**config.mk**
```make
export PLATFORM = sky130hd
export DESIGN_NAME = tl_fifo
export DESIGN_NICKNAME = d
export VERILOG_FILES = /design/src/hw/tl_fifo.sv
export SDC_FILE = /design/constraint.sdc
export NUM_CORES = 1
export LEC_CHECK = 0
export ABC_CLOCK_PERIOD_IN_PS = 3100
export BUFFER_PORTS_ARGS = -buffer_cell sky130_fd_sc_hd__clkbuf_2
export CAP_MARGIN = 10
export CORE_MARGIN = 2
export CORE_UTILIZATION = 28
export DETAILED_ROUTE_END_ITERATION = 12
export HOLD_SLACK_MARGIN = 0.06
export PLACE_DENSITY = 0.39
export SLEW_MARGIN = 20
export SYNTH_ARGS = -nofsm -noshare
export SYNTH_HDL_FRONTEND = slang
export SYNTH_SLANG_ARGS = --single-unit
```
**constraint.sdc**
```tcl
create_clock -name clk -period 3.1 [get_ports clk]
set_clock_uncertainty 0.05 [all_clocks]
set_input_delay 0.62 -clock clk [delete_from_list [all_inputs] [get_ports clk]]
set_output_delay 0.62 -clock clk [all_outputs]
set_load 0.02 [all_outputs]
```
**src/hw/tl_fifo.sv**
```systemverilog
// ******************************
// Synchronous FWFT FIFO
// ******************************
`timescale 1ns/1ns
module tl_fifo #(
    parameter int  DEPTH_LG2 = 4,
    parameter type entry_t   = logic
) (
    input  logic   clk,
    input  logic   rst_n,
    input  logic   wren_i,
    input  entry_t wdata_i,
    output logic   full_o,
    input  logic   rden_i,
    output entry_t rdata_o,
    output logic   empty_o
);
    localparam int DEPTH = 1 << DEPTH_LG2;

    entry_t             mem [DEPTH];
    logic [DEPTH_LG2:0] wr_ptr;                          // MSB is the wrap bit
    logic [DEPTH_LG2:0] rd_ptr;
    logic [DEPTH_LG2:0] wr_ptr_nxt;
    logic [DEPTH_LG2:0] rd_ptr_nxt;
    logic               full_q;
    logic               empty_q;

    assign wr_ptr_nxt = wr_ptr + {{DEPTH_LG2{1'b0}}, wren_i};
    assign rd_ptr_nxt = rd_ptr + {{DEPTH_LG2{1'b0}}, rden_i};

    always_ff @(posedge clk) begin
        if (!rst_n) begin
            wr_ptr  <= '0;
            rd_ptr  <= '0;
            full_q  <= 1'b0;
            empty_q <= 1'b1;
        end else begin
            wr_ptr  <= wr_ptr_nxt;
            rd_ptr  <= rd_ptr_nxt;
            empty_q <= (wr_ptr_nxt == rd_ptr_nxt);
            full_q  <= (wr_ptr_nxt[DEPTH_LG2] != rd_ptr_nxt[DEPTH_LG2]) &&
                       (wr_ptr_nxt[DEPTH_LG2-1:0] == rd_ptr_nxt[DEPTH_LG2-1:0]);
        end
    end

    always_ff @(posedge clk) begin
        if (wren_i) begin
            mem[wr_ptr[DEPTH_LG2-1:0]] <= wdata_i;
        end
    end

    assign rdata_o = mem[rd_ptr[DEPTH_LG2-1:0]];         // Head entry, no output flop
    assign full_o  = full_q;
    assign empty_o = empty_q;

endmodule

```
=== After elaboration in Yosys (flattened, before gate mapping) ===
Memory sizes are Yosys's and may differ from the RTL's. A register that Yosys moved wholly into a read port is not among the register bits.
Cells that the tools add are included.

* Bits in registers: 12
* Bits in writable memories: 16
* Bits of input ports: 5
* Output and inout port bits: 3
* Logic and storage cells: 14
* Memories: 1

* $add $sub $neg: 2
* Equal/unequal tests: 3
* Multiplexer cells: 3
* Reduce and logical (&&, ||, !) cells: 1

{| class="wikitable"
|+ Memories
! name !! words !! bits a word !! rd ports !! clocked after Yosys merged registers in !! wr ports !! RTL line !! text
|-
| mem || 16 || 1 || 1 || 1 || 1 || 20 || <nowiki>entry_t mem [DEPTH];</nowiki>
|}

{| class="wikitable"
|+ Operators by type and width
! kind !! number
|-
| $add 5x1->5 || 2
|-
| $eq 5x5->1 || 1
|-
| $eq 4x4->1 || 1
|-
| $mux 4 || 1
|-
| $mux 1 || 2
|-
| $logic_and 1x1->1 || 1
|-
| $ne 1x1->1 || 1
|}

=== Depth between registers and ports, before layout ===
Gate-level depths: netlist of run 1.

* Depth in word-level cells: 3
* Depth in mapped cells: 6
* Mapped depth without buffers: 6

=== Worst setup path before layout of run 1 ===
OpenSTA, ideal clock, no wires.

* Kind: input-to-reg
* Start point: input port wren_i
* End point: register full_q (netlist: full_o)
* Library setup time: 87 ps
* Data arrival time: 2,112 ps
* Required time: 2,963 ps
* Slack: 851 ps
* Stages: 6
* Path buffers: 0
* Cells stage by stage: ha_1 -> ha_1 -> xor2_2 -> xnor3_1 -> or3_4 -> nor4b_2

* Cells in the longest elaborated chain, start to end: 3
* Elaborated cells between the ends (all ways): 4
* Those cells by class: add/sub (1); eq/ne (2); reduce/logical (1)

{| class="wikitable"
|+ Ends and longest elaborated chain
! what !! RTL line !! text
|-
| start: declaration || 11 || <nowiki>input logic wren_i,</nowiki>
|-
| $add 5x1->5 (*) || 28 || <nowiki>assign wr_ptr_nxt = wr_ptr + {{DEPTH_LG2{1'b0}}, wren_i};</nowiki>
|-
| $eq 4x4->1 or $ne 1x1->1 (tied branches) || 42, 41 ||
|-
| $logic_and 1x1->1 (*) || 41 || <nowiki>full_q <= (wr_ptr_nxt[DEPTH_LG2] != rd_ptr_nxt[DEPTH_LG2]) &&</nowiki>
|-
| end signal: assignment || 41 ||
|-
| end: declaration || 25 || <nowiki>logic full_q;</nowiki>
|}

Mark *: on every way between the ends. The rest lies on a longest branch, timed or not.
A chain may end at the register's enable or synchronous reset.

==> impl_metrics.ini, run 1 <==
[setup_path]
crit_buf_inv = 1
critical_path.max_stage_delay_ns = 0.57
timing_worst_setup_path_type = reg2out
critical_path_required_ns = 2.43
path_max_fanout = 6
timing.critical_path.mode_cell = sky130_fd_sc_hd__mux4_2
crit_end_element = output port
worst_path_dominant_cell_family = multiplexers
cp_slowest_cell = sky130_fd_sc_hd__mux4_2
arrival_ns = 2.03
worstPathCellList = mux4_2 > mux4_2 > clkbuf_2
start_kind = flip-flop

[min_path]
holdCritPathClass = reg2reg

[synthesis]
synth_largest_type_area_fraction = 0.385
synthDistinctLibCells = 23
netlist_area_before_placement_um2 = 1250
synth_top_cell_by_area = sky130_fd_sc_hd__edfxtp_1
leading_cell_types_by_total_area_after_synthesis = sky130_fd_sc_hd__edfxtp_1 38%, sky130_fd_sc_hd__dfxtp_1 19%, sky130_fd_sc_hd__mux4_2 9.0%
postSynthCellCount = 93
synth_area_per_cell_um2 = 13.4
register_bit_total_from_synthesis = 28
ys_seq_area_frac = 0.577
postSynthNetCount = 102
total_number_of_yosys_warnings = 0

[cts]
postCtsSetupBuffers = 0
cts_tree = built
clkSinkCount = 28
cts_h_tree_depth = 1
holdBufCountCts = 0
ctsRootBufferMaster = sky130_fd_sc_hd__clkbuf_8
ctsResizeCount = 0
numCtsBuffers = 3
maximum_buffer_depth_of_the_clock_tree = 2
worstSkewPairLatency_ns = 0.27
cts.reportedPaths.clkPinSlew_ns = 0.10

[pwr]
switchingPower_uw = 164
power-per-cell-area_nw_per_um2 = 504
total_leakage_power_uw = 0.000488
power.internal_uw = 531
worst_ir_drop_vdd_mv = 0.158
p_sw_frac = 0.236
p_comb_frac = 0.110
power.share.clock = 0.290
power.sequential.fraction = 0.600

[placement]
place_congestion = 0.680
port_buffers = 7
placed_area_um2 = 1330
place.detailed.hpwl_um = 1680
detailedPlace.worstSlack_ns = 0.623

[drt]
via_count = 681
first_pass_iters = 4
finalWirelength_um = 2220
detailedRoute.firstIterationViolations = 13
wl_per_cell_um = 14.4
drc = 0
post_drt_via_cell_ratio = 4.42
route.antenna.remaining_nets = 0

[sta]
rsz0062_at_grt = no
max-slew-margin-rel = 0.733
setup_tns_ns = 0
final_hold_viol_count = 0
layout_worst_path_cycle_share = 0.872
whs_ns = 0.490
timing_worst_slew_pin_value_ns = 0.400
max_slew_violation_count = 0
setup_violations = 0
final.min_clock_period_ns = 2.70
achievable-frequency_mhz = 370
setup_slack_ns = 0.397

[finish]
seq_area_um2 = 721
area_occupied_by_multi_input_gates_um2 = 509
insertedDiodeCount = 0
post_route_cells_drive_above_1_share = 0.186
areaGrowthSynthToFinish_pct = 10.4
layout.core_utilization = 0.319
nNetsFinal = 112
design_area_um2 = 1380
num-fill-cells = 474

[floorplan]
start_util = 0.289
fp.dieArea_um2 = 5010
boundaryPins = 8
fp-row-count = 24
floorplan.die.height_um = 70.8
die_width_um = 70.8
area_of_the_core_um2 = 4320

[global_routing]
maximum_number_of_pins_on_one_net_before_global_route_repair = 17
grt_remaining_overflow = 0
number_of_antenna_violations_at_the_first_check_in_global_routing = 0
grt_pass1_wl_um = 3670
gr-usage-all-layers = 0.0977
first_global_vias = 707

[run]
cap_violations = 0

[run_status]
status = completed
[placed cells by master (no fill, tap or decap), drive strengths merged]
cell type and n:
or3b 1, nand2b 1, or3 1, or2b 1, ha 4, nor4b 1, nor3 4, nor2 17
nand4 1, clkbuf 10, clkinv 1, nand3b 2, edfxtp 16, nand3 4, xor2 11, mux4 5
xnor3 1, o31ai 1, inv 1, nand2 2, dfxtp 12, and2 5
[state kept, by name (all words and copies together), names as in the netlist]
name and count:
mem 16, rd_ptr 5, wr_ptr 5, empty_o 1, full_o 1
[per-layer routing]
| layer | track usage | share of wire | vias up |
|---|---|---|---|
| met4 | 0.0440 | 0.0086 | 0 |
| met2 | 0.138 | 0.44 | 3 |
| li1 | - | - | 350 |
| met3 | 0.0142 | 0.015 | 2 |
| met1 | 0.148 | 0.53 | 326 |
| met5 | 0 | 0 | - |
[synth_stat cells]
cell and n:
sky130_fd_sc_hd__xor2_2 1, sky130_fd_sc_hd__ha_1 4, sky130_fd_sc_hd__and2_1 5, sky130_fd_sc_hd__nor3_1 4
sky130_fd_sc_hd__or3_4 1, sky130_fd_sc_hd__nand2_1 2, sky130_fd_sc_hd__edfxtp_1 16, sky130_fd_sc_hd__inv_1 1
sky130_fd_sc_hd__or2b_1 1, sky130_fd_sc_hd__nand2b_1 1, sky130_fd_sc_hd__clkbuf_1 1, sky130_fd_sc_hd__xor2_1 10
sky130_fd_sc_hd__mux4_2 5, sky130_fd_sc_hd__nand4_1 1, sky130_fd_sc_hd__nor2_1 17, sky130_fd_sc_hd__or3b_2 1
sky130_fd_sc_hd__nor4b_2 1, sky130_fd_sc_hd__buf_6 1, sky130_fd_sc_hd__xnor3_1 1, sky130_fd_sc_hd__o31ai_1 1
sky130_fd_sc_hd__nand3_1 4, sky130_fd_sc_hd__nand3b_1 2, sky130_fd_sc_hd__dfxtp_1 12
[stage by stage]
| step | power, uW | std cells |
|---|---|---|
| 3_3_place_gp | 504 | 150 |
| 3_5_place_dp | 505 | 150 |
| 4_1_cts | 703 | 154 |
| 5_1_grt | 728 | 154 |
| 2_1_floorplan | 479 | 93 |
| 6_report | 695 | 154 |
[power groups by stage]
stage / combinational (uW) / sequential, uW / clock (uW)
3_5_place_dp: 78.3 / 427 / 0
4_1_cts: 78.5 / 418 / 207
3_3_place_gp: 78.1 / 426 / 0
2_1_floorplan: 56.4 / 423 / 0
5_1_grt: 85.5 / 420 / 222
6_report: 76.3 / 417 / 201
[cell families after synthesis]
kind of cell | count (synthesis) | share of synthesized area
XOR/XNOR | 12 | 0.101
multiplexers | 5 | 0.0902
flip-flops | 28 | 0.577
adder cells (fa/ha/maj) | 4 | 0.0401
AND/OR/NAND/NOR | 40 | 0.170
AO/OA/AOI/OAI | 1 | 0.00601
buffers and inverters | 3 | 0.0150
[worst reg2reg max path: cells and delay by family (launching register included)]
family                     cells  cell delay, ns
AOI/OAI and AO/OA              1            0.23
and+or+nand+nor                1            0.40
adders and majority gates      1            0.27
xor gates and xnor gates       2            0.51
DFF                            1            0.53
[final timing paths]
| kind | slack [ns] | endpoint | startpoint | cells past startpoint |
|---|---|---|---|---|
| max | 0.40 | rdata_o | rd_ptr[0] | 3 |
| min | 0.49 | rd_ptr[4] | rd_ptr[4] | 2 |
| max reg2reg | 1.03 | empty_o | wr_ptr[1] | 5 |
| min reg2reg | 0.49 | rd_ptr[4] | rd_ptr[4] | 2 |
[area by class of cell]
type                    count  area share
flip-flops and latches     28       0.523
clock buffers               3      0.0299
repair buffers              7      0.0254
multi-input cells          62       0.369
well taps                  52      0.0472
clock inverters             1     0.00272
inverters                   1     0.00272
Power figures use the tool's default switching activity.
==> run 2, diff against run 1 <==
--- a/config.mk
+++ b/config.mk
@@ -9,10 +9,10 @@
 export BUFFER_PORTS_ARGS = -buffer_cell sky130_fd_sc_hd__clkbuf_2
 export CAP_MARGIN = 10
 export CORE_MARGIN = 2
-export CORE_UTILIZATION = 28
+export CORE_UTILIZATION = 62
 export DETAILED_ROUTE_END_ITERATION = 12
 export HOLD_SLACK_MARGIN = 0.06
-export PLACE_DENSITY = 0.39
+export PLACE_DENSITY = 0.77
 export SLEW_MARGIN = 20
 export SYNTH_ARGS = -nofsm -noshare
 export SYNTH_HDL_FRONTEND = slang
==> run 2 against run 1 <==
Net effect:
- combinational power barely moved
- critical path depth did not move
- worst setup slack got worse by 0.065 ns
- global-route usage rose by 9.2 points
- die area fell by 52%
- count of clock-buffer cells in the layout rose by 1
- cell count fell by 16%
- clock power fell by 25%
- power fell by 7.4%
- first-iteration DRC count did not move
- non-clock buffer count did not move
- flip-flop and latch count did not move
==> impl_metrics.ini, run 2 (synthesis gave the netlist of run 1 again) <==
[sta]
final_hold_viol_count = 0
timing_worst_slew_pin_value_ns = 0.387
layout_worst_path_cycle_share = 0.893
setup_tns_ns = 0
rsz0062_at_grt = no
max_slew_violation_count = 0
setup_violations = 0
max-slew-margin-rel = 0.742
final.min_clock_period_ns = 2.77
achievable-frequency_mhz = 361
whs_ns = 0.484

[cts]
ctsResizeCount = 0
cts.reportedPaths.clkPinSlew_ns = 0.13
clkSinkCount = 28
numCtsBuffers = 3
maximum_buffer_depth_of_the_clock_tree = 2
worstSkewPairLatency_ns = 0.32
ctsRootBufferMaster = sky130_fd_sc_hd__clkbuf_4
postCtsSetupBuffers = 0
cts_tree = built
holdBufCountCts = 0
cts_h_tree_depth = 1

[setup_path]
path_max_fanout = 6
critical_path_required_ns = 2.43
crit_end_element = output port
timing_worst_setup_path_type = reg2out
timing.critical_path.from = rd_ptr[0]
start_kind = flip-flop
rr_startpoint = wr_ptr[0]
arrival_ns = 2.10

[drt]
route.antenna.remaining_nets = 0
finalWirelength_um = 2000
detailedRoute.firstIterationViolations = 13
drc = 0
via_count = 697
first_pass_iters = 4
post_drt_via_cell_ratio = 5.40
wl_per_cell_um = 15.5

[floorplan]
start_util = 0.650
area_of_the_core_um2 = 1920
boundaryPins = 8
fp.dieArea_um2 = 2390
die_width_um = 48.9
floorplan.die.height_um = 48.9
fp-row-count = 16

[global_routing]
maximum_number_of_pins_on_one_net_before_global_route_repair = 17
grt_remaining_overflow = 0
first_global_vias = 740
gr-usage-all-layers = 0.190
number_of_antenna_violations_at_the_first_check_in_global_routing = 0
grt_pass1_wl_um = 3390

[finish]
post_route_cells_drive_above_1_share = 0.186
num-fill-cells = 142
areaGrowthSynthToFinish_pct = 6.41
insertedDiodeCount = 0
nNetsFinal = 112
final_common_cell = sky130_fd_sc_hd__nor2_1
max_ffs_per_register = 16
layout.core_utilization = 0.691
most_frequent_cells_in_the_layout = 17 x sky130_fd_sc_hd__nor2_1, 16 x sky130_fd_sc_hd__edfxtp_1, 12 x sky130_fd_sc_hd__dfxtp_1

[pwr]
worst_ir_drop_vdd_mv = 0.376
power-per-cell-area_nw_per_um2 = 484
total_leakage_power_uw = 0.000480

[min_path]
holdCritPathClass = reg2reg
min_from = wr_ptr[4]

[placement]
port_buffers = 7
place.detailed.hpwl_um = 1500
place_congestion = 0.734

[run_status]
status = completed

[run]
cap_violations = 0
## run 2: changes by cell type in the layout (fill, tap and decap cells not counted), sizes merged
cell,delta
clkbuf,+1
clkinv,-1
## run 2: final timing paths
kind                to  slack (ns)  cells after the start
max reg2reg     full_o        1.03                      6
max            rdata_o        0.33                      3
min reg2reg  wr_ptr[4]        0.48                      2
min          wr_ptr[4]        0.48                      2
## run 2: cell type report
class                      instances  area (um^2)  area share
clock buffer                       4         26.3      0.0198
inverter                           1         3.75     0.00282
multi-input combinational         62          509       0.383
sequential                        28          721       0.542
tap                               27         33.8      0.0254
timing repair buffer               7         35.0      0.0264
## run 2: power by group
part           internal (uW)  switching [uW]  leakage, uW
sequential               403            14.5     0.000242
combinational           39.3            37.3     0.000222
clock                   50.3            99.4    0.0000150
total                    493             151     0.000480
## run 2: critical path: stages (launching register included)
cell and delay (ns):
sky130_fd_sc_hd__dfxtp_1 0.58, sky130_fd_sc_hd__mux4_2 0.57, sky130_fd_sc_hd__mux4_2 0.47, sky130_fd_sc_hd__clkbuf_2 0.17
## run 2: stage by stage
step,power (uW),area (um^2),setup WS (ns),std cells
floorplan,479,1250,0.851,93
global placement,499,1300,0.684,125
detailed placement,502,1300,0.639,125
CTS,644,1330,0.310,129
global route,671,1330,0.229,129
finish,644,1330,0.332,129
## run 2: metal layers
layer,vias to the layer above,share of wire,track usage
li1,352,-,-
met1,334,0.49,0.267
met2,7,0.48,0.301
met3,4,0.017,0.0307
met4,0,0.0075,0.0714
met5,-,0,0
