`src/hw/tl_axi_pkg.sv`:
```
// ******************************
// PCIe TL to AXI bridge types
// ******************************
package tl_axi_pkg;

    // ******************************
    // Widths and constants
    // ******************************
    localparam int ADDR_W        = 64;                   // AXI address
    localparam int DATA_W        = 256;                  // One data beat
    localparam int BEAT_BYTES    = DATA_W / 8;           // 32B per beat
    localparam int RCB_BYTES     = 128;                  // Read completion boundary
    localparam int BEATS_PER_RCB = RCB_BYTES / BEAT_BYTES;

    // ******************************
    // Opcodes and states
    // ******************************
    typedef enum logic [7:0] {
        MEM_RD = 8'h20,                                  // 4DW header, no data
        MEM_WR = 8'h60,                                  // 4DW header, with data
        CPL_D  = 8'h4A                                   // Completion with data
    } tlp_fmt_type_e;

    typedef enum logic [2:0] {
        CPL_SC = 3'b000,                                 // Successful completion
        CPL_UR = 3'b001                                  // Unsupported request
    } cpl_status_e;

    typedef enum logic {
        HEADER,
        PAYLOAD
    } pw_state_e;

    typedef enum logic {
        NP_READ,
        CPL_GEN
    } np_state_e;

    // ******************************
    // Header and channel payloads
    // ******************************
    // Request header, already decoded from the TLP
    typedef struct packed {
        logic [9:0]        length_dw;
        logic [ADDR_W-1:0] addr;
        logic [9:0]        tag;
        logic [15:0]       requester_id;
    } tlp_req_hdr_t;

    typedef struct packed {
        logic [ADDR_W-1:0] addr;
        logic [7:0]        len;                          // Beats minus one
    } axi_a_t;

    typedef struct packed {
        logic [DATA_W-1:0] data;
        logic              last;
    } axi_w_t;

    typedef struct packed {
        logic [DATA_W-1:0] data;
        logic              last;
    } axi_r_t;

    typedef struct packed {
        tlp_fmt_type_e fmt_type;
        cpl_status_e   status;
        logic [9:0]    length_dw;
        logic [15:0]   completer_id;
        logic [11:0]   byte_count;                       // Remaining incl. this piece
        logic [15:0]   requester_id;
        logic [9:0]    tag;
        logic [6:0]    lower_addr;
    } tlp_cpl_hdr_t;

endpackage

```
`src/hw/tl_np_rd_split.sv`:
```
// ******************************
// Read split at the RCB
// ******************************
`timescale 1ns/1ns
module tl_np_rd_split (
    input  logic                          clk,
    input  logic                          rst_n,
    input  logic [15:0]                   config_bdf_i,
    input  tl_axi_pkg::tlp_req_hdr_t      hdr_i,
    input  logic                          hdr_empty_i,
    output logic                          hdr_rden_o,
    output tl_axi_pkg::axi_a_t            ar_wdata_o,
    input  logic                          ar_full_i,
    output logic                          ar_wren_o,
    output tl_axi_pkg::tlp_cpl_hdr_t      cpl_hdr_o,
    input  logic                          cpl_full_i,
    output logic                          cpl_wren_o
);
    tl_axi_pkg::np_state_e         state;
    logic [tl_axi_pkg::ADDR_W-1:0] addr_q;               // Start of current piece
    logic [11:0]                   remain_q;             // Bytes left incl. current piece
    logic [9:0]                    tag_q;
    logic [15:0]                   req_id_q;
    logic [7:0]                    len_q;                // Current piece beats minus one
    logic [11:0]                   piece_bytes;
    logic                          push;

    // Beats minus one from addr up to the next boundary or the end of the request
    function automatic logic [7:0] piece_len(input logic [tl_axi_pkg::ADDR_W-1:0] a,
                                             input logic [11:0] bytes);
        logic [7:0] to_rcb;
        logic [7:0] left;
        to_rcb = 8'(tl_axi_pkg::BEATS_PER_RCB) -
                 8'((a % tl_axi_pkg::RCB_BYTES) / tl_axi_pkg::BEAT_BYTES);
        left   = 8'(bytes / tl_axi_pkg::BEAT_BYTES);
        piece_len = ((left < to_rcb) ? left : to_rcb) - 8'd1;
    endfunction

    assign piece_bytes = 12'((len_q + 8'd1) * tl_axi_pkg::BEAT_BYTES);

    assign hdr_rden_o = (state == tl_axi_pkg::NP_READ) && !hdr_empty_i;
    assign push       = (state == tl_axi_pkg::CPL_GEN) && !ar_full_i && !cpl_full_i;
    assign ar_wren_o  = push;
    assign cpl_wren_o = push;

    // ******************************
    // AR entry and completion header
    // ******************************
    assign ar_wdata_o.addr = addr_q;
    assign ar_wdata_o.len  = len_q;

    always_comb begin
        cpl_hdr_o.fmt_type     = tl_axi_pkg::CPL_D;
        cpl_hdr_o.status       = tl_axi_pkg::CPL_SC;
        cpl_hdr_o.length_dw    = 10'(piece_bytes / 4);
        cpl_hdr_o.completer_id = config_bdf_i;
        cpl_hdr_o.byte_count   = remain_q;
        cpl_hdr_o.requester_id = req_id_q;
        cpl_hdr_o.tag          = tag_q;
        cpl_hdr_o.lower_addr   = 7'(addr_q % tl_axi_pkg::RCB_BYTES);
    end

    // ******************************
    // Split state machine
    // ******************************
    always_ff @(posedge clk) begin
        if (!rst_n) begin
            state <= tl_axi_pkg::NP_READ;
        end else begin
            case (state)
                tl_axi_pkg::NP_READ: begin
                    if (hdr_rden_o) begin
                        state <= tl_axi_pkg::CPL_GEN;
                    end
                end
                tl_axi_pkg::CPL_GEN: begin
                    if (push && (remain_q == piece_bytes)) begin
                        state <= tl_axi_pkg::NP_READ;  // Last piece queued
                    end
                end
                default: begin
                    state <= tl_axi_pkg::NP_READ;
                end
            endcase
        end
    end

    always_ff @(posedge clk) begin
        if (hdr_rden_o) begin
            addr_q   <= hdr_i.addr;
            remain_q <= {hdr_i.length_dw, 2'b00};
            tag_q    <= hdr_i.tag;
            req_id_q <= hdr_i.requester_id;
            len_q    <= piece_len(hdr_i.addr, {hdr_i.length_dw, 2'b00});
        end else if (push) begin
            addr_q   <= addr_q + tl_axi_pkg::ADDR_W'(piece_bytes);
            remain_q <= remain_q - piece_bytes;
            len_q    <= piece_len(addr_q + tl_axi_pkg::ADDR_W'(piece_bytes),
                                  remain_q - piece_bytes);
        end
    end

endmodule

```
`config.mk`:
```
export PLATFORM = sky130hd
export DESIGN_NAME = tl_np_rd_split
export DESIGN_NICKNAME = d
export VERILOG_FILES = /design/src/hw/tl_axi_pkg.sv /design/src/hw/tl_np_rd_split.sv
export SDC_FILE = /design/constraint.sdc
export NUM_CORES = 1
export LEC_CHECK = 0
export BUFFER_PORTS_ARGS = -buffer_cell sky130_fd_sc_hd__clkbuf_2
export CORE_MARGIN = 4
export CORE_UTILIZATION = 52
export DETAILED_ROUTE_END_ITERATION = 6
export GPL_ROUTABILITY_DRIVEN = 0
export PLACE_DENSITY = 0.88
export RECOVER_POWER = 25
export SLEW_MARGIN = 5
export SYNTH_ARGS = -nofsm -noshare
export SYNTH_HDL_FRONTEND = slang
export SYNTH_SLANG_ARGS = --single-unit
export TNS_END_PERCENT = 20
```
`constraint.sdc`:
```
create_clock -name clk -period 8 [get_ports clk]
set_input_delay 1.6 -clock clk [delete_from_list [all_inputs] [get_ports clk]]
set_output_delay 1.6 -clock clk [all_outputs]
set_load 0.01 [all_outputs]
```
---- Word level (Yosys, flattened, before mapping) ----
Cells that the tools add are included.
Widths: inputs -> output; s select.
operators by class
  add/sub/neg operators ................... 7
  magnitude comparators ................... 2
  equal/unequal tests ..................... 1
  muxes and demuxes ....................... 11
  bitwise operators ....................... 1
  reductions and logical operators ........ 8
operator list
  cell                 number
  $mux 64              2
  $add 64x12->64       1
  $mux 8               4
  $mux 12              2
  $lt 7x8->1           2
  $sub 8x1->8 const B  2
  $eq 12x12->1         1
  $sub 12x12->12       1
  $sub 3x2->4 const A  2
  $add 7x1->7 const B  1
  $logic_and 1x1->1    4
  $logic_not 1->1      3
  $mux 1               2
  $pmux 1 s2           1
  $reduce_bool 2->1    1
  $not 1->1            1
word-level totals
  register bits ........................... 111
  output and inout port bits .............. 157

---- Logic depth before layout (Yosys ltp) ----
Gate-level depths: netlist (run 1).
  depth in word-level cells ............... 8
  depth in mapped cells ................... 18

---- Worst setup path after synthesis (run 1) ----
Ideal clock, no wire load.
  path type ............................... in2out
  start ................................... in hdr_empty_i
  end ..................................... out hdr_rden_o
  data arrival time ....................... 3.611 ns
  required time ........................... 6.400 ns
  setup slack ............................. 2.789 ns
  cell stages on the path ................. 5
  path buffers ............................ 3
  cell sequence ........................... or2_2 -> clkbuf_1 -> inv_1 -> clkbuf_1 -> clkbuf_1
on the way
  longest elaborated chain between the ends .. 2
RTL lines
  what               RTL line              RTL
  start, declared    tl_np_rd_split.sv:10  input logic hdr_empty_i,
  $logic_not 1->1    tl_np_rd_split.sv:41  assign hdr_rden_o = (state == tl_axi_pkg::NP_READ) && !hdr_empty_i;
  $logic_and 1x1->1  tl_np_rd_split.sv:41
  end, declared      tl_np_rd_split.sv:11  output logic hdr_rden_o,
No other way between the ends.

---- Worst setup path in the final report (run 1) ----
Ends and elaborated chain as after synthesis.

==> results of run 1 <==
==> where the power goes <==
group	total (uW)	internal (uW)	switching [uW]
clock network	458	223	234
logic	1300	530	766
registers	901	785	116
total	2650	1540	1120
==> through the flow <==
step | area, um^2 | worst slack (ns)
final | 7810 | 3.26
after global routing | 7810 | 3.15
after CTS | 7890 | 3.25
after detailed placement | 7580 | 3.25
after global placement | 7580 | 3.27
after floorplan | 6600 | 2.79
==> worst max-delay path, cell delays in order <==
cell	delay [ns]
clkbuf_2	0.09
or2_2	0.26
buf_4	0.32
inv_4	0.59
clkbuf_2	0.25
==> final cells by class <==
class                           instances  area share
Sequential cell                       109       0.418
Clock buffer                            9      0.0288
Timing Repair Buffer                  231       0.139
Inverter                               37      0.0181
Multi-Input combinational cell        442       0.359
Clock inverter                          7      0.0101
Tap cell                              168      0.0269
==> state kept, by name, indices dropped and copies added, names as in the netlist <==
signal	count
addr_q	64
len_q	8
req_id_q	16
remain_q	10
state	1
tag_q	10
==> path summary, 6_finish.rpt <==
check | startpoint | end | slack [ns] | cells after the start
max | hdr_empty_i | hdr_rden_o | 3.26 | 5
min | state | state | 0.60 | 2
max reg2reg | len_q[0] | len_q[2] | 3.60 | 16
min reg2reg | state | state | 0.60 | 2
==> cells by family (layout without fill, tap and decap cells) <==
family,Yosys count,count (layout),synth area share
compound gates,102,102,0.0972
xor+xnor,67,67,0.0949
flops,109,109,0.498
fa+ha+maj,22,22,0.0420
mux,5,5,0.00802
other cells,2,16,0.00115
buf+inv,102,284,0.0827
simple gates,230,230,0.176
==> layer usage <==
layer / routed length (um) / share of wire / track usage
met5: 0 / 0 / 0
met4: 263 / 0.015 / 0.0644
met3: 1520 / 0.088 / 0.0603
met2: 8760 / 0.51 / 0.394
met1: 6660 / 0.39 / 0.297
==> layout by cell type, fill, tap and decap left out, types with 13 or more instances in the layout <==
cell type	count
xor2_1	28
nor2_1	44
clkbuf_2	168
xnor2_1	36
a21oi_1	17
nand2_1	72
edfxtp_1	108
ha_1	13
o21ai_0	50
clkbuf_1	61
inv_1	36
nor3_1	16
conb_1	16
nand4_1	14
nand3_1	30
==> impl_results.md, run 1 <==
- Setup violations, final: 0
- Worst Setup Start Kind: input pin
- Largest cells by area after synthesis: edfxtp_1, xnor2_1, buf_4, nand2_1, o21ai_0
- Inst Count DP: slightly below 1000
- Core ar.: between 10000 and 15000 um^2
- Slew HR: 0.315
- Top-area cell type share of the netlist area: 0.495
- Die area: approximately 14000 um^2
- GRT overflow: 0
- Initial antenna violation count: 0
- # DRC: 0
- Synth cell count leaders: edfxtp_1, nand2_1, o21ai_0
- Synthesis Warnings: 0
- RSZ-0062 raised after global routing: false
- Total power: between 2000 and 3000 uW
- Clk Latency, worst-skew pair: around 0.36 ns
- Die H: 120 um
- Worst clock skew: 0.00787 ns
- TritonCTS clock tree: done
- Multi-input logic area: approximately 2800 um^2
- Share of layout cells above drive strength 1: 0.247
- Synth unique cells: a little over 60
- Maximum vdd drop: around 180 uV
- H-tree Lvls: 3
- Sequential share of the synthesized area: 0.498
- Ys async rst share: 0
- ANT cells: 0
- Hold Path Class: reg2reg
- Clk slew on worst S/H paths: 0.08 ns
- Final period util: 0.593
- Fill count: approximately 1000
- Post-synth EDFFs: between 100 and 150
- Initial Utilization: 0.539
- Post-Layout Cell Count: between 1000 and 1500
- Largest net degree at the start of global routing: 75
- Via density: between 5 and 6
- Drt first pass iters: 5
- Sink Count: 109
- Hpwl dp: 12.8 mm
- Reg area: roughly 3300 um^2
- Buffers on Ports: approximately 230
- Routed Wire Length: around 17 mm
- PwrDens: roughly 340 nW/um^2
- Inserted Clock Buffers: 9
- Synth Register Bits: 109
- Slew Viols, Final: 0
- Finished Core Util: 0.642
- Vias: ~5400
- CP Capture Type: output port
- Total global routing track utilization: 0.233
- Kind of critical path: in2out
- CTS Buffer Depth: 2
- Highest clock rate: around 0.21 GHz
- Leakage: ~0.0031 uW
- Number of cell rows: 40
- Syn avg cell area: 10.3 um^2
- Final Hold Fails: 0
- Final net count: 966
- Ys flop type: edfxtp_1
- Wire length of the first global-routing pass: 26.6 mm
- Post_cts resized: 0
- Die Width: about 120 um
- Setup TNS: 0 ns
- Worst Path Required: roughly 6.4 ns
- Top-count cell post-synth: edfxtp_1
- Synthesis-to-layout area growth: 19.2%
- Crit path max fanout: 62
- Vias in the first global route: 5238
- Crit path DAT: ~3.1 ns
- Cell taking the most area after synthesis: edfxtp_1
- Actual slew at the worst max-slew pin: 1.03 ns
- Post-Syn Area: between 6000 and 7000 um^2
- Postcts setup bufs: 0
- ANT nets after route: 0
- Wirelength per Cell: between 15 and 20 um
- Post-CTS Hold Buffers: 0
- MaxCap Viol Count: 0
- CTS Root Cell: clkbuf_16
- I/O pin total: ~280
- Fin crit period: around 4.7 ns
- DRT iter0 DRCs: around 480
- Fin Hold WS: between 0.6 and 0.7 ns
- Status: finished, final reports clean
- Mapped Cells: 639
No activity file was read; power rests on OpenSTA's default activity.
==> run 2: changes to the inputs <==
--- a/config.mk
+++ b/config.mk
@@ -7,10 +7,10 @@
 export LEC_CHECK = 0
 export BUFFER_PORTS_ARGS = -buffer_cell sky130_fd_sc_hd__clkbuf_2
 export CORE_MARGIN = 4
-export CORE_UTILIZATION = 52
+export CORE_UTILIZATION = 49
 export DETAILED_ROUTE_END_ITERATION = 6
 export GPL_ROUTABILITY_DRIVEN = 0
-export PLACE_DENSITY = 0.88
+export PLACE_DENSITY = 0.84
 export RECOVER_POWER = 25
 export SLEW_MARGIN = 5
 export SYNTH_ARGS = -nofsm -noshare
==> constraint.sdc (replaced) <==
create_clock -name clk -period 5 [get_ports clk]
set_input_delay 1 -clock clk [delete_from_list [all_inputs] [get_ports clk]]
set_output_delay 1 -clock clk [all_outputs]
set_load 0.01 [all_outputs]
==> impl_results.md, run 2 (synthesis results as in run 1) <==
- Status: finished, final reports clean (unchanged)
- Leakage: 0.00313 uW (about the same)
- Kind of critical path: reg2reg (was in2out)
- Share of layout cells above drive strength 1: 0.245 (was 0.247)
- Initial antenna violation count: 1 (was 0)
- Wire length of the first global-routing pass: 25.4 mm (was 26.6 mm)
- GRT overflow: 0 (unchanged)
- Crit path DAT: 4.47 ns (was 3.14 ns)
- # DRC: 0 (unchanged)
- ANT nets after route: 0 (unchanged)
- Sink Count: 109 (unchanged)
- TritonCTS clock tree: done (unchanged)
- Maximum vdd drop: 257 uV (was 175 uV)
- I/O pin total: 278 (unchanged)
- Worst Setup Start Kind: flip-flop (was input pin)
- Finished Core Util: 0.607 (was 0.642)
- RSZ-0062 raised after global routing: false (unchanged)
- Highest clock rate: 0.234 GHz
- H-tree Lvls: 3 (unchanged)
- Largest net degree at the start of global routing: 75 (unchanged)
- Clk slew on worst S/H paths: 0.07 ns (was 0.08 ns)
- Synthesis-to-layout area growth: 19.4% (was 19.2%)
- MaxCap Viol Count: 0 (unchanged)
- Fin Hold WS: 0.585 ns (was 0.603 ns)
- Depth of the most critical reg-to-reg path: 16 (unchanged)
- Hpwl dp: 12.9 mm (was 12.8 mm)
- Fin crit period: between 4 and 5 ns
- Die area: 15300 um^2 (was 14500 um^2)
- Inst Count DP: 992 (was 987)
- Largest Register: addr_q (unchanged)
- Post-Layout Cell Count: 1008 (was 1003)
- Vias: 5442 (was 5394)
- Initial Utilization: 0.509 (was 0.539)
- Total power: 4260 uW (was 2650 uW)
- Number of cell rows: 41 (was 40)
- Postcts setup bufs: 0 (unchanged)
- CTS Buffer Depth: 2 (unchanged)
- Actual slew at the worst max-slew pin: 1.04 ns (was 1.03 ns)
- Drt first pass iters: 5 (unchanged)
- Final Hold Fails: 0 (unchanged)
- Worst hold start: state (unchanged)
- Die H: 124 um (was 120 um)
- Commonest non-fill, non-tap cell in the layout: clkbuf_2 (unchanged)
- Final net count: 967 (was 966)
- Most frequent cells in the layout: clkbuf_2, edfxtp_1, nand2_1 (unchanged)
- Setup TNS: 0 ns (unchanged)
- ANT cells: 0 (unchanged)
- CTS Root Cell: clkbuf_16 (unchanged)
- Post-CTS Hold Buffers: 0 (unchanged)
- Crit path max fanout: 5 (was 62)
- Hold Path Class: reg2reg (unchanged)
- Total global routing track utilization: 0.215 (was 0.233)
- PwrDens: 545 nW/um^2 (was 340 nW/um^2)
- Vias in the first global route: 5008 (was 5238)
- Setup violations, final: 0 (unchanged)
- DRT iter0 DRCs: 439 (was 483)
- Die Width: 124 um (was 120 um)
- Inserted Clock Buffers: 9 (unchanged)
- Worst R2R Start: len_q[0] (unchanged)
- CP Capture Type: flip-flop (was output port)
- Core ar.: 12900 um^2 (was 12200 um^2)
- Routed Wire Length: 17.2 mm (about the same)
- Buffers on Ports: 229 (unchanged)
- Worst Path Required: 5.19 ns (was 6.40 ns)
- Wirelength per Cell: 17.1 um (about the same)
- Worst clock skew: 0.00781 ns (was 0.00787 ns)
- Clk Latency, worst-skew pair: 0.36 ns (about the same)
- WHS Endpoint: state (unchanged)
- Via density: 5.40 (was 5.38)
- Final period util: 0.856
- Hold path depth: 2 (unchanged)
- Slew HR: 0.309 (was 0.315)
- Slew Viols, Final: 0 (unchanged)
- Max FFs per register: 64 (unchanged)
- Largest regs: addr_q x64, req_id_q x16 (unchanged)
- Post_cts resized: 0 (unchanged)
- R2R Setup Slk: 0.72 ns (was 3.60 ns)
- Worst R2R End: len_q[2] (unchanged)
## run 2: changes by cell type in the layout (fill, tap and decap cells not counted)
| cell | change |
|---|---|
| clkinv_4 | +1 |
| buf_4 | +1 |
| clkinv_8 | -2 |
| inv_6 | -1 |
| clkinv_2 | +2 |
| clkbuf_2 | -2 |
| bufinv_16 | +1 |
| clkbuf_1 | +2 |
| inv_4 | -1 |
## run 2: area by class of cell
cell class              count  area (um^2)
inverters                  37          140
clock buffers               9          225
flip-flops and latches    109         3260
multi-input cells         442         2810
well taps                 172          215
clock inverters             7         81.3
repair buffers            232         1090
fillers                  1105         5060
## run 2: critical path, cell delays in order, from the launching register on
cell	delay, ns
edfxtp_1	0.46
ha_1	0.44
fa_1	0.53
inv_1	0.05
ha_1	0.30
inv_1	0.05
ha_1	0.26
a21boi_0	0.16
o21ai_0	0.10
nand4b_1	0.09
and4bb_4	0.25
and3_2	0.23
o211ai_1	0.38
inv_1	0.12
ha_1	0.25
or3_1	0.37
o2111ai_1	0.10
## run 2: per-layer routing
| metal | routed length, um | track usage | up-vias | part of all wire |
|---|---|---|---|---|
| li1 | - | - | 2599 | - |
| met1 | 7150 | 0.284 | 2547 | 0.42 |
| met2 | 8470 | 0.349 | 265 | 0.49 |
| met3 | 1320 | 0.0572 | 29 | 0.077 |
| met4 | 257 | 0.0602 | 2 | 0.015 |
| met5 | 13 | 0 | - | 0.00076 |
## run 2: how the worst max path moves through the flow
stage	start	to	slack [ns]	depth (start not counted)
finish	len_q[0]	len_q[2]	0.72	16
global route	len_q[0]	len_q[2]	0.43	16
CTS	len_q[0]	len_q[2]	0.74	16
detailed placement	len_q[0]	len_q[2]	0.75	16
global placement	len_q[0]	len_q[2]	0.92	16
floorplan	hdr_empty_i	addr_q[10]	0.74	6
## run 2: power by group
| group | internal [uW] | switching (uW) | total, uW | leakage (uW) |
|---|---|---|---|---|
| registers | 1260 | 187 | 1440 | 0.00105 |
| clock network | 397 | 352 | 749 | 0.000152 |
| logic | 841 | 1230 | 2070 | 0.00193 |
## run 2: stage by stage
| stage | setup slack, ns | cell area, um^2 |
|---|---|---|
| finish | 0.720 | 7820 |
| global route | 0.428 | 7820 |
| CTS | 0.738 | 7900 |
| detailed placement | 0.754 | 7590 |
| global placement | 0.924 | 7590 |
| floorplan | 0.737 | 6600 |
